File: config.mk
export PLATFORM = sky130hd
export DESIGN_NAME = top_blackjack
export DESIGN_NICKNAME = d
export VERILOG_FILES = /design/src/hw/blackjack_pkg.sv /design/src/hw/vga_timing.sv /design/src/hw/buttons_click.sv /design/src/hw/card_dealer.sv /design/src/hw/blackjack_fsm.sv /design/src/hw/draw_table.sv /design/src/hw/draw_mouse.sv /design/src/hw/top_blackjack.sv
export SDC_FILE = /design/constraint.sdc
export NUM_CORES = 1
export LEC_CHECK = 0
export BUFFER_PORTS_ARGS = -buffer_cell sky130_fd_sc_hd__buf_2
export CORE_ASPECT_RATIO = 0.5
export CORE_MARGIN = 5
export CORE_UTILIZATION = 40
export CTS_BUF_LIST = sky130_fd_sc_hd__clkbuf_4 sky130_fd_sc_hd__clkbuf_8
export DETAILED_ROUTE_END_ITERATION = 8
export HOLD_SLACK_MARGIN = 0.12
export MAX_ROUTING_LAYER = met4
export PLACE_DENSITY_LB_ADDON = 0.3
export SYNTH_ARGS = -nofsm -noshare
export SYNTH_HDL_FRONTEND = slang
export SYNTH_HIERARCHICAL = 1
export SYNTH_SLANG_ARGS = --single-unit
File: constraint.sdc
create_clock -name clk -period 9.1 [get_ports clk]
set_input_delay 0.91 -clock clk [delete_from_list [all_inputs] [get_ports clk]]
set_output_delay 0.91 -clock clk [all_outputs]
set_load 0.02 [all_outputs]
File: src/hw/blackjack_pkg.sv
//*********************************************************************
// Blackjack table package
// Video timing, screen geometry, colors, vector types and game states
//*********************************************************************
`default_nettype none

package blackjack_pkg;

    // 800x600 at 60 Hz with a 40 MHz pixel clock, both syncs active high
    localparam int h_active = 800;
    localparam int h_front  = 40;
    localparam int h_sync   = 128;
    localparam int h_total  = 1056;
    localparam int v_active = 600;
    localparam int v_front  = 1;
    localparam int v_sync   = 4;
    localparam int v_total  = 628;

    typedef logic [10:0] coord_t;
    typedef logic [11:0] mouse_pos_t;
    typedef logic [11:0] rgb_t;
    typedef logic [3:0]  card_value_t;
    typedef logic [5:0]  hand_total_t;
    typedef logic [3:0]  card_count_t;

    typedef enum logic [1:0] {
        st_idle  = 2'd0,
        st_play  = 2'd1,
        st_stand = 2'd2,
        st_bust  = 2'd3
    } game_state_t;

    // Button row shared by deal, hit and stand
    localparam int btn_y_top     = 520;
    localparam int btn_y_bottom  = 560;
    localparam int deal_x_left   = 100;
    localparam int deal_x_right  = 220;
    localparam int hit_x_left    = 340;
    localparam int hit_x_right   = 460;
    localparam int stand_x_left  = 580;
    localparam int stand_x_right = 700;

    localparam int card_x0    = 60;
    localparam int card_y0    = 200;
    localparam int card_w     = 40;
    localparam int card_pitch = 60;
    localparam int card_h     = 120;

    localparam int pointer_size = 8;

    localparam rgb_t col_bg         = 12'h040;
    localparam rgb_t col_btn        = 12'h666;
    localparam rgb_t col_btn_active = 12'hFC0;
    localparam rgb_t col_card       = 12'hEEE;
    localparam rgb_t col_pointer    = 12'hFFF;

    localparam logic [7:0] lfsr_seed = 8'h5A;
    localparam int bust_limit = 21;

endpackage

`default_nettype wire

File: src/hw/vga_timing.sv
//*********************************************************************
// VGA timing generator
// Pixel and line counters with registered sync and blanking
//*********************************************************************
`timescale 1ns/1ps
`default_nettype none

module vga_timing (
    input  logic                  clk,
    input  logic                  rst_n,
    output blackjack_pkg::coord_t hcount,
    output blackjack_pkg::coord_t vcount,
    output logic                  hsync,
    output logic                  vsync,
    output logic                  blank
);
    import blackjack_pkg::*;

    coord_t hcount_nxt;
    coord_t vcount_nxt;

    always_comb begin
        hcount_nxt = hcount + 1'b1;
        vcount_nxt = vcount;
        if (hcount == h_total - 1) begin
            hcount_nxt = '0;
            if (vcount == v_total - 1) begin
                vcount_nxt = '0;
            end else begin
                vcount_nxt = vcount + 1'b1;
            end
        end
    end

    // Sync and blank come from the next counts so they line up with the counters
    always_ff @(posedge clk or negedge rst_n) begin
        if (!rst_n) begin
            hcount <= '0;
            vcount <= '0;
            hsync  <= 1'b0;
            vsync  <= 1'b0;
            blank  <= 1'b0;
        end else begin
            hcount <= hcount_nxt;
            vcount <= vcount_nxt;
            hsync  <= (hcount_nxt >= h_active + h_front) &&
                      (hcount_nxt < h_active + h_front + h_sync);
            vsync  <= (vcount_nxt >= v_active + v_front) &&
                      (vcount_nxt < v_active + v_front + v_sync);
            blank  <= (hcount_nxt >= h_active) || (vcount_nxt >= v_active);
        end
    end

endmodule

`default_nettype wire

File: src/hw/buttons_click.sv
//*********************************************************************
// Button click detector
// Turns a left press over a button into a deal, hit or stand strobe
//*********************************************************************
`timescale 1ns/1ps
`default_nettype none

module buttons_click (
    input  logic                      clk,
    input  logic                      rst_n,
    input  blackjack_pkg::mouse_pos_t xpos,
    input  blackjack_pkg::mouse_pos_t ypos,
    input  logic                      left,
    output logic                      deal,
    output logic                      hit,
    output logic                      stand
);
    import blackjack_pkg::*;

    logic left_prev;
    logic press;
    logic in_row;

    assign press  = left && !left_prev;
    assign in_row = (ypos >= btn_y_top) && (ypos < btn_y_bottom);

    // The rectangles do not overlap, so at most one strobe fires
    always_ff @(posedge clk or negedge rst_n) begin
        if (!rst_n) begin
            left_prev <= 1'b0;
            deal      <= 1'b0;
            hit       <= 1'b0;
            stand     <= 1'b0;
        end else begin
            left_prev <= left;
            deal      <= press && in_row && (xpos >= deal_x_left) && (xpos < deal_x_right);
            hit       <= press && in_row && (xpos >= hit_x_left) && (xpos < hit_x_right);
            stand     <= press && in_row && (xpos >= stand_x_left) && (xpos < stand_x_right);
        end
    end

endmodule

`default_nettype wire

File: src/hw/card_dealer.sv
//*********************************************************************
// Card dealer
// 8-bit LFSR card source answering each draw request one cycle later
//*********************************************************************
`timescale 1ns/1ps
`default_nettype none

module card_dealer (
    input  logic                       clk,
    input  logic                       rst_n,
    input  logic                       draw_req,
    output blackjack_pkg::card_value_t card_value,
    output logic                       card_valid
);
    import blackjack_pkg::*;

    logic [7:0] lfsr;
    logic [7:0] lfsr_nxt;

    // Ace counts 11, face cards count 10
    function automatic card_value_t card_of(input logic [7:0] state);
        logic [7:0] rem;
        logic [3:0] rank;
        rem  = state % 8'd13;
        rank = rem[3:0] + 4'd1;
        if (rank == 4'd1) begin
            return 4'd11;
        end else if (rank > 4'd10) begin
            return 4'd10;
        end
        return rank;
    endfunction

    // Taps 8, 6, 5, 4 with feedback into bit 0
    assign lfsr_nxt = {lfsr[6:0], lfsr[7] ^ lfsr[5] ^ lfsr[4] ^ lfsr[3]};

    always_ff @(posedge clk or negedge rst_n) begin
        if (!rst_n) begin
            lfsr       <= lfsr_seed;
            card_valid <= 1'b0;
        end else begin
            card_valid <= draw_req;
            if (draw_req) begin
                lfsr <= lfsr_nxt;
            end
        end
    end

    always_ff @(posedge clk) begin
        if (draw_req) begin
            card_value <= card_of(lfsr_nxt);
        end
    end

endmodule

`default_nettype wire

File: src/hw/blackjack_fsm.sv
//*********************************************************************
// Blackjack game FSM
// Handles deal, hit and stand and keeps the player's card count and total
//*********************************************************************
`timescale 1ns/1ps
`default_nettype none

module blackjack_fsm (
    input  logic                       clk,
    input  logic                       rst_n,
    input  logic                       deal,
    input  logic                       hit,
    input  logic                       stand,
    input  blackjack_pkg::card_value_t card_value,
    input  logic                       card_valid,
    output logic                       draw_req,
    output blackjack_pkg::hand_total_t hand_total,
    output blackjack_pkg::card_count_t card_count,
    output blackjack_pkg::game_state_t game_state
);
    import blackjack_pkg::*;

    // Cards still to request after the current one
    logic [1:0]  pending;
    // A request is out and its card has not arrived yet
    logic        busy;
    hand_total_t total_sum;

    assign total_sum = hand_total + hand_total_t'(card_value);

    always_ff @(posedge clk or negedge rst_n) begin
        if (!rst_n) begin
            game_state <= st_idle;
            hand_total <= '0;
            card_count <= '0;
            pending    <= '0;
            busy       <= 1'b0;
            draw_req   <= 1'b0;
        end else begin
            draw_req <= 1'b0;
            if (busy && card_valid) begin
                hand_total <= total_sum;
                card_count <= card_count + 1'b1;
                if (total_sum > bust_limit) begin
                    game_state <= st_bust;
                    pending    <= '0;
                    busy       <= 1'b0;
                end else if (pending != '0) begin
                    // Second card of the deal goes out right away
                    pending  <= pending - 1'b1;
                    draw_req <= 1'b1;
                end else begin
                    busy <= 1'b0;
                end
            end else if (!busy) begin
                if (deal) begin
                    game_state <= st_play;
                    hand_total <= '0;
                    card_count <= '0;
                    pending    <= 2'd1;
                    busy       <= 1'b1;
                    draw_req   <= 1'b1;
                end else if (hit && game_state == st_play) begin
                    busy     <= 1'b1;
                    draw_req <= 1'b1;
                end else if (stand && game_state == st_play) begin
                    game_state <= st_stand;
                end
            end
        end
    end

endmodule

`default_nettype wire

File: src/hw/draw_table.sv
//*********************************************************************
// Table drawing stage
// Paints the felt, the three buttons and one bar per dealt card
//*********************************************************************
`timescale 1ns/1ps
`default_nettype none

module draw_table (
    input  logic                       clk,
    input  logic                       rst_n,
    input  blackjack_pkg::coord_t      hcount,
    input  blackjack_pkg::coord_t      vcount,
    input  logic                       hsync,
    input  logic                       vsync,
    input  logic                       blank,
    input  blackjack_pkg::card_count_t card_count,
    input  blackjack_pkg::game_state_t game_state,
    output blackjack_pkg::coord_t      hcount_out,
    output blackjack_pkg::coord_t      vcount_out,
    output logic                       hsync_out,
    output logic                       vsync_out,
    output logic                       blank_out,
    output blackjack_pkg::rgb_t        rgb
);
    import blackjack_pkg::*;

    coord_t card_off;
    coord_t card_idx;
    logic   in_card;
    logic   in_row;
    logic   play;
    rgb_t   rgb_nxt;

    // Bar index and offset within its pitch
    assign card_off = hcount - coord_t'(card_x0);
    assign card_idx = card_off / coord_t'(card_pitch);
    assign in_card  = (hcount >= card_x0) && (vcount >= card_y0) &&
                      (vcount < card_y0 + card_h) &&
                      (card_off % coord_t'(card_pitch) < card_w) &&
                      (card_idx < card_count);
    assign in_row   = (vcount >= btn_y_top) && (vcount < btn_y_bottom);
    assign play     = (game_state == st_play);

    always_comb begin
        if (blank) begin
            rgb_nxt = '0;
        end else if (in_card) begin
            rgb_nxt = col_card;
        end else if (in_row && hcount >= deal_x_left && hcount < deal_x_right) begin
            rgb_nxt = col_btn_active;
        end else if (in_row && hcount >= hit_x_left && hcount < hit_x_right) begin
            rgb_nxt = play ? col_btn_active : col_btn;
        end else if (in_row && hcount >= stand_x_left && hcount < stand_x_right) begin
            rgb_nxt = play ? col_btn_active : col_btn;
        end else begin
            rgb_nxt = col_bg;
        end
    end

    always_ff @(posedge clk or negedge rst_n) begin
        if (!rst_n) begin
            hcount_out <= '0;
            vcount_out <= '0;
            hsync_out  <= 1'b0;
            vsync_out  <= 1'b0;
            blank_out  <= 1'b0;
            rgb        <= '0;
        end else begin
            hcount_out <= hcount;
            vcount_out <= vcount;
            hsync_out  <= hsync;
            vsync_out  <= vsync;
            blank_out  <= blank;
            rgb        <= rgb_nxt;
        end
    end

endmodule

`default_nettype wire

File: src/hw/draw_mouse.sv
//*********************************************************************
// Pointer drawing stage
// Overlays a square pointer at the mouse position
//*********************************************************************
`timescale 1ns/1ps
`default_nettype none

module draw_mouse (
    input  logic                      clk,
    input  logic                      rst_n,
    input  blackjack_pkg::coord_t     hcount,
    input  blackjack_pkg::coord_t     vcount,
    input  logic                      hsync,
    input  logic                      vsync,
    input  logic                      blank,
    input  blackjack_pkg::rgb_t       rgb,
    input  blackjack_pkg::mouse_pos_t xpos,
    input  blackjack_pkg::mouse_pos_t ypos,
    output logic                      hsync_out,
    output logic                      vsync_out,
    output blackjack_pkg::rgb_t       rgb_out
);
    import blackjack_pkg::*;

    logic in_pointer;

    // Top-left corner of the square sits on the mouse position
    assign in_pointer = (hcount >= xpos) && (hcount < xpos + pointer_size) &&
                        (vcount >= ypos) && (vcount < ypos + pointer_size);

    always_ff @(posedge clk or negedge rst_n) begin
        if (!rst_n) begin
            hsync_out <= 1'b0;
            vsync_out <= 1'b0;
            rgb_out   <= '0;
        end else begin
            hsync_out <= hsync;
            vsync_out <= vsync;
            rgb_out   <= (in_pointer && !blank) ? col_pointer : rgb;
        end
    end

endmodule

`default_nettype wire

File: src/hw/top_blackjack.sv
//*********************************************************************
// Blackjack table top level
// Raster, drawing pipeline, click detection, game FSM and card dealer
//*********************************************************************
`timescale 1ns/1ps
`default_nettype none

module top_blackjack (
    input  logic                       clk,
    input  logic                       rst_n,
    input  blackjack_pkg::mouse_pos_t  xpos,
    input  blackjack_pkg::mouse_pos_t  ypos,
    input  logic                       left,
    output logic                       hs,
    output logic                       vs,
    output logic [3:0]                 r,
    output logic [3:0]                 g,
    output logic [3:0]                 b,
    output blackjack_pkg::hand_total_t hand_total,
    output blackjack_pkg::game_state_t game_state
);
    import blackjack_pkg::*;

    coord_t      tim_hcount;
    coord_t      tim_vcount;
    logic        tim_hsync;
    logic        tim_vsync;
    logic        tim_blank;
    coord_t      tbl_hcount;
    coord_t      tbl_vcount;
    logic        tbl_hsync;
    logic        tbl_vsync;
    logic        tbl_blank;
    rgb_t        tbl_rgb;
    rgb_t        mouse_rgb;
    logic        deal;
    logic        hit;
    logic        stand;
    logic        draw_req;
    card_value_t card_value;
    logic        card_valid;
    card_count_t card_count;

    assign {r, g, b} = mouse_rgb;

    vga_timing u_vga_timing (
        .clk,
        .rst_n,
        .hcount (tim_hcount),
        .vcount (tim_vcount),
        .hsync  (tim_hsync),
        .vsync  (tim_vsync),
        .blank  (tim_blank)
    );

    buttons_click u_buttons_click (
        .clk,
        .rst_n,
        .xpos,
        .ypos,
        .left,
        .deal,
        .hit,
        .stand
    );

    card_dealer u_card_dealer (
        .clk,
        .rst_n,
        .draw_req,
        .card_value,
        .card_valid
    );

    blackjack_fsm u_blackjack_fsm (
        .clk,
        .rst_n,
        .deal,
        .hit,
        .stand,
        .card_value,
        .card_valid,
        .draw_req,
        .hand_total,
        .card_count,
        .game_state
    );

    draw_table u_draw_table (
        .clk,
        .rst_n,
        .hcount     (tim_hcount),
        .vcount     (tim_vcount),
        .hsync      (tim_hsync),
        .vsync      (tim_vsync),
        .blank      (tim_blank),
        .card_count,
        .game_state,
        .hcount_out (tbl_hcount),
        .vcount_out (tbl_vcount),
        .hsync_out  (tbl_hsync),
        .vsync_out  (tbl_vsync),
        .blank_out  (tbl_blank),
        .rgb        (tbl_rgb)
    );

    draw_mouse u_draw_mouse (
        .clk,
        .rst_n,
        .hcount    (tbl_hcount),
        .vcount    (tbl_vcount),
        .hsync     (tbl_hsync),
        .vsync     (tbl_vsync),
        .blank     (tbl_blank),
        .rgb       (tbl_rgb),
        .xpos,
        .ypos,
        .hsync_out (hs),
        .vsync_out (vs),
        .rgb_out   (mouse_rgb)
    );

endmodule

`default_nettype wire

## Word-level counts from Yosys, hierarchy flattened

Cells that the tools add are included.
Widths: inputs -> output; s select.

- $add $sub $neg: 9
- Multipliers: 0
- Div/mod/pow operators: 3
- Magnitude comparators: 33
- Equality and inequality tests: 9
- Shift operators: 0
- Muxes and demuxes: 43
- Bitwise logic cells: 3
- Reduce and logical (&&, ||, !) cells: 38

Operator list:

| operator | number |
|---|---|
| $mux 12 | 7 |
| $ge 11x10->1 const B | 6 |
| $lt 11x32->1 | 2 |
| $lt 11x10->1 const B | 4 |
| $mux 11 | 3 |
| $lt 32x6->1 const B | 1 |
| $mod 11x6->32 const B | 1 |
| $logic_and 1x1->1 | 29 |
| $add 12x4->13 const B | 2 |
| $ge 11x12->1 | 2 |
| $ge 12x10->1 const B | 2 |
| $lt 12x10->1 const B | 2 |
| $mux 4 | 6 |
| $add 11x1->11 const B | 2 |
| $lt 11x9->1 const B | 2 |
| $mux 2 | 11 |
| $mux 6 | 3 |
| $mux 1 | 13 |
| $ge 12x7->1 const B | 1 |
| $ge 12x9->1 const B | 1 |
| $lt 12x8->1 const B | 1 |
| $lt 12x9->1 const B | 1 |
| $div 11x6->11 const B | 1 |
| $eq 11x10->1 const B | 1 |
| other kinds (27) | 34 |

- Flip-flop bits (word level): 109
- Latch bits: 0
- Bits in writable memories: 0
- ROM bits: 0
- Bits of input ports: 27
- Output and inout bits: 22
- Word-level logic and storage cells: 165
- Memories kept: 0

## Longest topological paths before layout

Gate-level depths: netlist (run 1).

- Depth after elaboration: 10
- Depth in mapped cells: 24
- Depth with buffers taken out: 23

## Hierarchy

The synthesis (run 1) kept the hierarchy.

Modules (own cells, without submodules):

| module | times used | cells each | area each (um^2) | seq. area each (um^2) |
|---|---|---|---|---|
| draw_table | 1 | 288 | 2602.5 | 775.7 |
| card_dealer | 1 | 205 | 1736.7 | 350.3 |
| draw_mouse | 1 | 201 | 1715.4 | 350.3 |
| vga_timing | 1 | 146 | 1453.9 | 625.6 |
| blackjack_fsm | 1 | 92 | 938.4 | 400.4 |
| buttons_click | 1 | 28 | 299.0 | 100.1 |

## Worst setup path before layout (run 1)

No wires, ideal clock.

- Path kind: register to register
- From: register u_vga_timing.hcount[2]
- To: register u_draw_table.rgb[7]
- Library setup time: 78 ps
- Arrival: 4967 ps
- Data required time: 9022 ps
- Setup slack: 4054 ps
- Stages on the path, launching flop included: 25
- Path buffers: 1
- Clock period less this slack: 5046 ps
- Cells stage by stage: dfrtp_1 > ha_1 > buf_6 > a311oi_1 > a21oi_1 > nand2b_1 > ha_1 > inv_1 > a2111oi_4 > a2bb2oi_2 > a21o_1 > o32a_1 > o211a_2 > o21ai_1 > a211o_1 > nand2_1 > o31ai_1 > ha_1 > a21o_1 > a221oi_1 > nand3_1 > or3_1 > a2111oi_4 > a311oi_2 > o21bai_1

- Cells in the longest elaborated chain, start to end: 8
- Elaborated cells on any way between the ends: 27
- Those cells by class: add/sub (1); div (2); order compare (9); mux (5); reduce/logical (10)

RTL lines:

| element | RTL line | source |
|---|---|---|
| from (decl) | vga_timing.sv:11 | `output blackjack_pkg::coord_t hcount,` |
| from (signal assigned) | vga_timing.sv:44 | `hcount <= hcount_nxt;` |
| parallel branches: the longest is 6 deep, another holds $mod 11x6->32 | -- |  |
| $mux 12 * | draw_table.sv:47 | `end else if (in_card) begin` |
| $mux 12 * | draw_table.sv:45 | `if (blank) begin` |
| to (signal assigned) | draw_table.sv:74 | `rgb <= rgb_nxt;` |
| to (decl) | draw_table.sv:23 | `output blackjack_pkg::rgb_t rgb` |

Mark *: on every way between the ends.
A chain may end at the register's enable or synchronous reset.

## Final worst setup path (run 1)

- From: register u_vga_timing.hcount[2]
- To: register u_draw_table.rgb[5]

The elaborated chain is that of the path after synthesis.

==> summary.txt, run 1 <==
Global route
  • GRT overflow: 0
  • First-pass GRT wire length: around 35,000 um
  • Vias in the first global route: approximately 7,100
  • Initial antenna violation count: 0
  • GR Util All Layers: approximately 17%
  • Largest net degree at the start of global routing: 77

Worst setup path
  • CP max FO: 20
  • Crit Path Class: reg -> reg
  • Required time of the critical path: around 9.4 ns
  • CP arrival: 6.44 ns
  • CP Launch Point: u_vga_timing/hcount[2]$_DFF_PN0_
  • Worst Setup End Kind: flop
  • R2R Path Start: u_vga_timing/hcount[2]$_DFF_PN0_
  • CP Launch Type: flop

Yosys
  • Post-synth top area share: between 20% and 30%
  • Synth top area cells: dfrtp_1 (27%), ha_1 (8.4%), xnor2_1 (3.1%)
  • Synth area leader: dfrtp_1
  • Sequential fraction of the synthesis area: 29.8%
  • Asr flop ratio synth: a little over nine tenths
  • Post-synth EDFFs: 4
  • Syn Inst Count: 960
  • Cell Area, Synth: about 8700 um^2
  • Main flop type after synthesis: dfrtp_1
  • Avg Inst Size Synth: ~9 um^2
  • Netlist cell types: approximately 120
  • Syn. warnings: 6
  • Synth Register Bits: 103

Detailed routing
  • Routed met1 length: 10,300 um
  • Met3 WL: a little over 800 um
  • DRC Markers: 0
  • Drt wl/cell: between 15 and 20 um
  • DRT Pass-1 Iters: 5
  • Routed wire length: 21,200 um
  • Via Count: approximately 7,500
  • Iter 0 DRT Violations: between 700 and 800
  • Vias/cell: around 6
  • Met2 WL post-DR: between 9000 and 10,000 um
  • Detail Route Antenna Nets: 0
  • DR top layer: met4

CTS
  • Max Root-Sink Buffers: 2
  • Inserted Clock Buffers: 9
  • CTS sink count: 103
  • Root Buffer Master: clkbuf_8
  • Post-CTS setup buffer count: 0
  • Post_cts resized: 0
  • Clk_lat worst skew: between 0.3 and 0.4 ns
  • Htree depth: 3
  • Hold-fix buffers, CTS: 0
  • Reg clk slew, reported paths: around 0.1 ns
  • CTS tree: yes

Placed design
  • Port bufs: 48
  • Cell count after placement: 1,259
  • Hpwl dp: between 15,000 and 20,000 um
  • Gp weighted congestion: around 0.89

STA
  • Period minus WS final: roughly 6.1 ns
  • Slew headroom: 22.7%
  • Number of hold violations in the final report: 0
  • Final setup vio count: 0
  • RSZ-0062 raised after global routing: no
  • Worst-margin pin slew: around 1.2 ns
  • FMAX: roughly 160 MHz
  • Setup TNS: 0 ns
  • Slew Limit Fails: 0
  • Clock skew: 0.0133 ns
  • Tcrit/Tclk final: ~67%

Power and ir drop
  • Worst vdd rail ir drop: around 0.000065 V
  • LEAKAGE: between 4 and 5 nW
  • Pwr/cell area: ~86 nW/um^2

Layout
  • Diodes inserted: 0
  • Fillers: 2,141
  • FF+latch area: ~2600 um^2
  • Layout net count: ~1,100
  • Most common cell after layout, fill and taps aside: dfrtp_1
  • Finished Layout Cells: between 1,000 and 1,500
  • Commonest non-fill, non-tap cells in the layout: dfrtp_1 (95), inv_1 (70), ha_1 (59)
  • Multi-input logic area: 5540 um^2
  • Layout area overhead: 5.77%
  • Share of cells above drive strength 1: between 10% and 20%

Floorplanning
  • Die area: around 25,000 um^2
  • Chip height: around 110 um
  • Die X-Extent: 219 um
  • Starting Density: roughly 41%
  • Num rows: 38
  • Top-Level Pins: 49
  • Core area: 21,600 um^2

Outcome
  • Status: completed

Worst hold path
  • Hold Path Origin: u_draw_table/vsync_out$_DFF_PN0_
  • Hold crit path type: reg -> reg

Flow run
  • Max-Cap Viols: 0
==> cells in the mapped netlist (5+ instances only) <==
library cell	n
dfrtp_1	95
inv_1	70
ha_1	59
nor2_1	56
nand2_1	50
o21ai_0	46
a21oi_1	40
nand3_1	37
xnor2_1	31
nand4_1	24
o31ai_1	22
nor3_1	18
clkbuf_1	17
nand2b_1	14
buf_2	13
nor2b_1	13
nor3b_1	13
o211ai_1	13
xor2_1	13
a211o_1	12
a21o_1	12
buf_4	11
buf_6	11
a211oi_1	10
a31oi_1	9
and3_1	9
and2_1	8
and4_1	8
mux2_2	8
o22ai_1	8
or3_1	8
o21ai_1	7
o41ai_1	7
nor4_1	6
o21bai_1	6
a22o_1	5
a22oi_1	5
mux2i_1	5
==> where the power goes <==
part	total, mW	internal, mW	leakage (nW)	switching, mW
Clock	0.284	0.120	0.104	0.165
Sequential	0.461	0.460	1.36	0.000342
Combinational	0.0539	0.0191	2.58	0.0349
Total	0.799	0.599	4.05	0.200
==> registers in the layout, indices dropped and copies added (netlist names), 6 cells and up <==
name                        count
u_card_dealer/lfsr              8
u_draw_mouse/rgb_out           12
u_vga_timing/vcount            11
u_draw_table/rgb                6
u_draw_table/vcount_out        11
u_draw_table/hcount_out        11
u_vga_timing/hcount            11
u_blackjack_fsm/hand_total      6
==> worst paths after layout <==
path,to,cells after the start,slack [ns]
hold reg to reg,u_draw_mouse/vsync_out$_DFF_PN0_,0,0.36
min in group asynchronous,u_blackjack_fsm/hand_total[3]$_DFFE_PN0P_,1,0.39
setup / recovery,u_draw_table/rgb[5]$_DFF_PN0_,23,2.98
hold / removal,u_draw_mouse/vsync_out$_DFF_PN0_,0,0.36
max in group asynchronous,u_vga_timing/vcount[10]$_DFF_PN0_,2,7.46
setup reg to reg,u_draw_table/rgb[5]$_DFF_PN0_,23,2.98
==> routing by layer <==
| layer | track usage, % | vias up |
|---|---|---|
| met5 | - | - |
| met4 | 4.47 | 0 |
| met2 | 27.8 | 174 |
| li1 | - | 3629 |
| met3 | 2.54 | 19 |
| met1 | 23.5 | 3663 |
==> kinds of logic (layout without fill, tap and decap cells) <==
family	Yosys count	in the layout	synth area share, %
buffers and inverters	124	138	6.94
other	1	2	0.0429
muxes	15	15	2.03
xor gates and xnor gates	46	46	4.78
and+or+nand+nor	322	322	21.8
AOI/OAI and AO/OA	287	287	25.7
DFF	103	103	29.8
adders and majority gates	62	62	8.90
==> through the flow <==
step                      setup slack, ns  util, %  hold slack, ns  cell area, um^2  total power, mW
after global placement               3.21     41.9           0.334             9050            0.522
after detailed placement             3.02     41.9           0.338             9050            0.524
after global routing                 2.51     42.9           0.378             9250            0.838
final                                2.98     42.9           0.360             9250            0.799
after floorplan                      4.05        -           0.331             8750            0.497
after CTS                            3.01     42.9           0.364             9250            0.812
==> worst max-delay path: stages (launching register included) <==
cell and delay (ns):
dfrtp_1 0.75, ha_1 0.47, nand3_2 0.21, o32a_1 0.52, o41ai_1 0.11, ha_1 0.21, inv_1 0.09, a2111oi_4 0.34
a2bb2oi_2 0.35, a21o_1 0.29, a31oi_1 0.20, a21oi_4 0.29, o21ai_1 0.11, a211o_1 0.36, nand2_1 0.08, o31ai_1 0.07
ha_1 0.20, a21o_1 0.16, a221oi_1 0.25, nand3_1 0.14, or3_1 0.38, a2111oi_4 0.22, a311oi_2 0.10, o21ai_1 0.16
==> cell type report <==
class / count / area share [%]
timing repair buffer: 52 / 2.95
inverter: 70 / 2.84
clock buffer: 11 / 1.64
multi-input combinational: 734 / 59.9
sequential: 103 / 28.1
clock inverter: 5 / 0.487
tap: 300 / 4.06
Note: power is estimated with default switching activity, not from simulation.
==> run 2, diff against run 1 <==
Clock period 9.1 ns to 5.4 ns, I/O delays scaled along.
==> summary.txt, run 2 (synthesized netlist as in run 1, its figures left out) <==
Outcome
  • Status: completed

Layout
  • Commonest non-fill, non-tap cells in the layout: dfrtp_1 (95), inv_1 (70), ha_1 (58)
  • Reg with most FFs: u_draw_mouse/rgb_out
  • Layout net count: 1,083 (+2.5%)
  • Diodes inserted: 0 (unchanged)
  • Max FFs per register: 12 (unchanged)
  • Most common cell after layout, fill and taps aside: dfrtp_1
  • Layout area overhead: 8.78%
  • Share of cells above drive strength 1: 18.5% (+3.2 points)

Power and ir drop
  • LEAKAGE: 4.17 nW (+3.1%)
  • Final total power: 1.33 mW (+67%)
  • Worst vdd rail ir drop: 0.000103 V (+58%)
  • Pwr/cell area: 140 nW/um^2 (+62%)

Detailed routing
  • Detail Route Antenna Nets: 0 (unchanged)
  • Iter 0 DRT Violations: 529 (-28%)
  • Drt wl/cell: 16.7 um (+0.47%)
  • DRT Pass-1 Iters: 5 (unchanged)
  • Vias/cell: 5.86 (-0.14%)
  • Via Count: 7,621 (+1.8%)
  • Routed wire length: 21,700 um (+2.4%)
  • DRC Markers: 0 (unchanged)

Worst setup path
  • R2r endpoint: u_draw_table/rgb[5]$_DFF_PN0_
  • CP arrival: 5.54 ns (-0.90 ns)
  • CP Launch Type: flop
  • R2R Path Start: u_vga_timing/hcount[2]$_DFF_PN0_
  • Worst Setup End Kind: flop
  • CP max FO: 6 (-70%)
  • Slowest CP cell: a2111oi_4
  • R2R Setup Slk: 0.16 ns (-2.82 ns)
  • R2R depth: 23 (unchanged)
  • Crit Path Class: reg -> reg
  • Required time of the critical path: 5.70 ns (-3.72 ns)
  • Cells along the critical path: ha_2 > a311oi_2 > a21oi_2 > nand2b_1 > ha_1 > inv_1 > a2111oi_4 > a2bb2oi_4 > o21ai_0 > o21ai_0 > a31o_2 > nand2_1 > a211o_1 > nand2_1 > o31ai_1 > ha_1 > a21o_1 > a221oi_2 > nand3_1 > or3_4 > a2111oi_4 > a311oi_2 > o21ai_1
  • CP max stage delay: 0.50 ns (-0.25 ns)

Global route
  • Vias in the first global route: 7,193 (+1.9%)
  • GRT overflow: 0 (unchanged)
  • Largest net degree at the start of global routing: 60 (-22%)
  • First-pass GRT wire length: 35,900 um (+1.9%)
  • Initial antenna violation count: 0 (unchanged)
  • GR Util All Layers: 17.6% (+0.22 points)

STA
  • Clock skew: 0.0246 ns (+0.0113 ns)
  • Worst-margin pin slew: 1.09 ns (-0.0618 ns)
  • Slew Limit Fails: 0 (unchanged)
  • RSZ-0062 raised after global routing: yes
  • Final setup vio count: 0 (unchanged)
  • Final WS setup: 0.162 ns (-2.82 ns)
  • Number of hold violations in the final report: 0 (unchanged)
  • FMAX: 191 MHz (+17%)
  • Period minus WS final: 5.24 ns (-0.884 ns)
  • Tcrit/Tclk final: 97.0% (+30 points)
  • Slew headroom: 26.9% (+4.2 points)

Placed design
  • Gp weighted congestion: 0.897 (+0.87%)
  • Post-Place Worst Slack: -0.0515 ns (-3.07 ns)
  • Hpwl dp: 15,900 um (+1.7%)
  • Port bufs: 48 (unchanged)

CTS
  • Htree depth: 3 (unchanged)
  • CTS tree: yes
  • Clk_lat worst skew: 0.38 ns (about the same)
  • Hold-fix buffers, CTS: 0 (unchanged)
  • Reg clk slew, reported paths: 0.10 ns (about the same)
  • CTS sink count: 103 (unchanged)
  • Max Root-Sink Buffers: 2 (unchanged)
  • Root Buffer Master: clkbuf_8
  • Inserted Clock Buffers: 9 (unchanged)

Flow run
  • Max-Cap Viols: 0 (unchanged)

Floorplanning
  • Die X-Extent: 219 um (unchanged)
  • Core area: 21,600 um^2 (unchanged)
  • Chip height: 115 um (unchanged)
  • Top-Level Pins: 49 (unchanged)
  • Starting Density: 40.5% (unchanged)
  • Num rows: 38 (unchanged)
  • Die area: 25,100 um^2 (unchanged)

Worst hold path
  • Hold crit path type: in -> async
[run 2: worst max-delay path by stage]
stage	from	endpoint	slack, ns	cells after the start
finish	u_vga_timing/hcount[2]$_DFF_PN0_	u_draw_table/rgb[5]$_DFF_PN0_	0.16	23
global route	u_vga_timing/hcount[2]$_DFF_PN0_	u_draw_table/rgb[5]$_DFF_PN0_	-0.1	24
CTS	u_vga_timing/hcount[2]$_DFF_PN0_	u_draw_table/rgb[5]$_DFF_PN0_	0.008	23
detailed placement	u_vga_timing/hcount[2]$_DFF_PN0_	u_draw_table/rgb[5]$_DFF_PN0_	-0.05	23
global placement	u_vga_timing/hcount[2]$_DFF_PN0_	u_draw_table/rgb[7]$_DFF_PN0_	0.16	23
floorplan	u_vga_timing/hcount[2]$_DFF_PN0_	u_draw_table/rgb[7]$_DFF_PN0_	0.35	24
[run 2: final cells by class]
class	instances	area, um^2
Inverter	70	263
Tap cell	300	375
Timing Repair Buffer	78	472
Fill cell	2154	12100
Clock inverter	4	36.3
Sequential cell	103	2600
Multi-Input combinational cell	734	5620
Clock buffer	11	145
[run 2: critical path: cells and delay by family (launching register included)]
family	cells	cell delay, ns
flops	1	0.40
simple gates	5	0.85
fa+ha+maj	3	0.73
buf+inv	1	0.11
compound gates	14	3.09
[run 2: report_power, final]
group	internal, mW	switching, mW	total, mW
logic	0.0322	0.0588	0.0909
registers	0.776	0.000640	0.776
clock network	0.190	0.277	0.467
total	0.998	0.336	1.33
[run 2: routing by layer]
layer  global-route usage (%)  routed length, um
met5                        -                  0
met2                     27.9              10000
met3                     2.35                785
met4                     4.14                313
met1                     24.3              10600
[run 2: per-stage QoR]
step	setup TNS [ns]	cells	cell area [um^2]	hold WS [ns]	utilization, %
floorplan	0	961	8750	0.244	-
global placement	0	1274	9170	0.332	42.5
detailed placement	-0.0810	1274	9170	0.337	42.5
CTS	0	1289	9370	0.216	43.4
global route	-0.202	1300	9510	0.238	44.1
finish	0	1300	9510	0.198	44.1
[run 2: repair_timing]
| action | 4_1_cts | 5_1_grt |
|---|---|---|
| gates resized for setup | 4 | 12 |
| setup buffers | 0 | 11 |
| pin swaps | 0 | 9 |
| endpoints found under the setup margin | 3 | 4 |
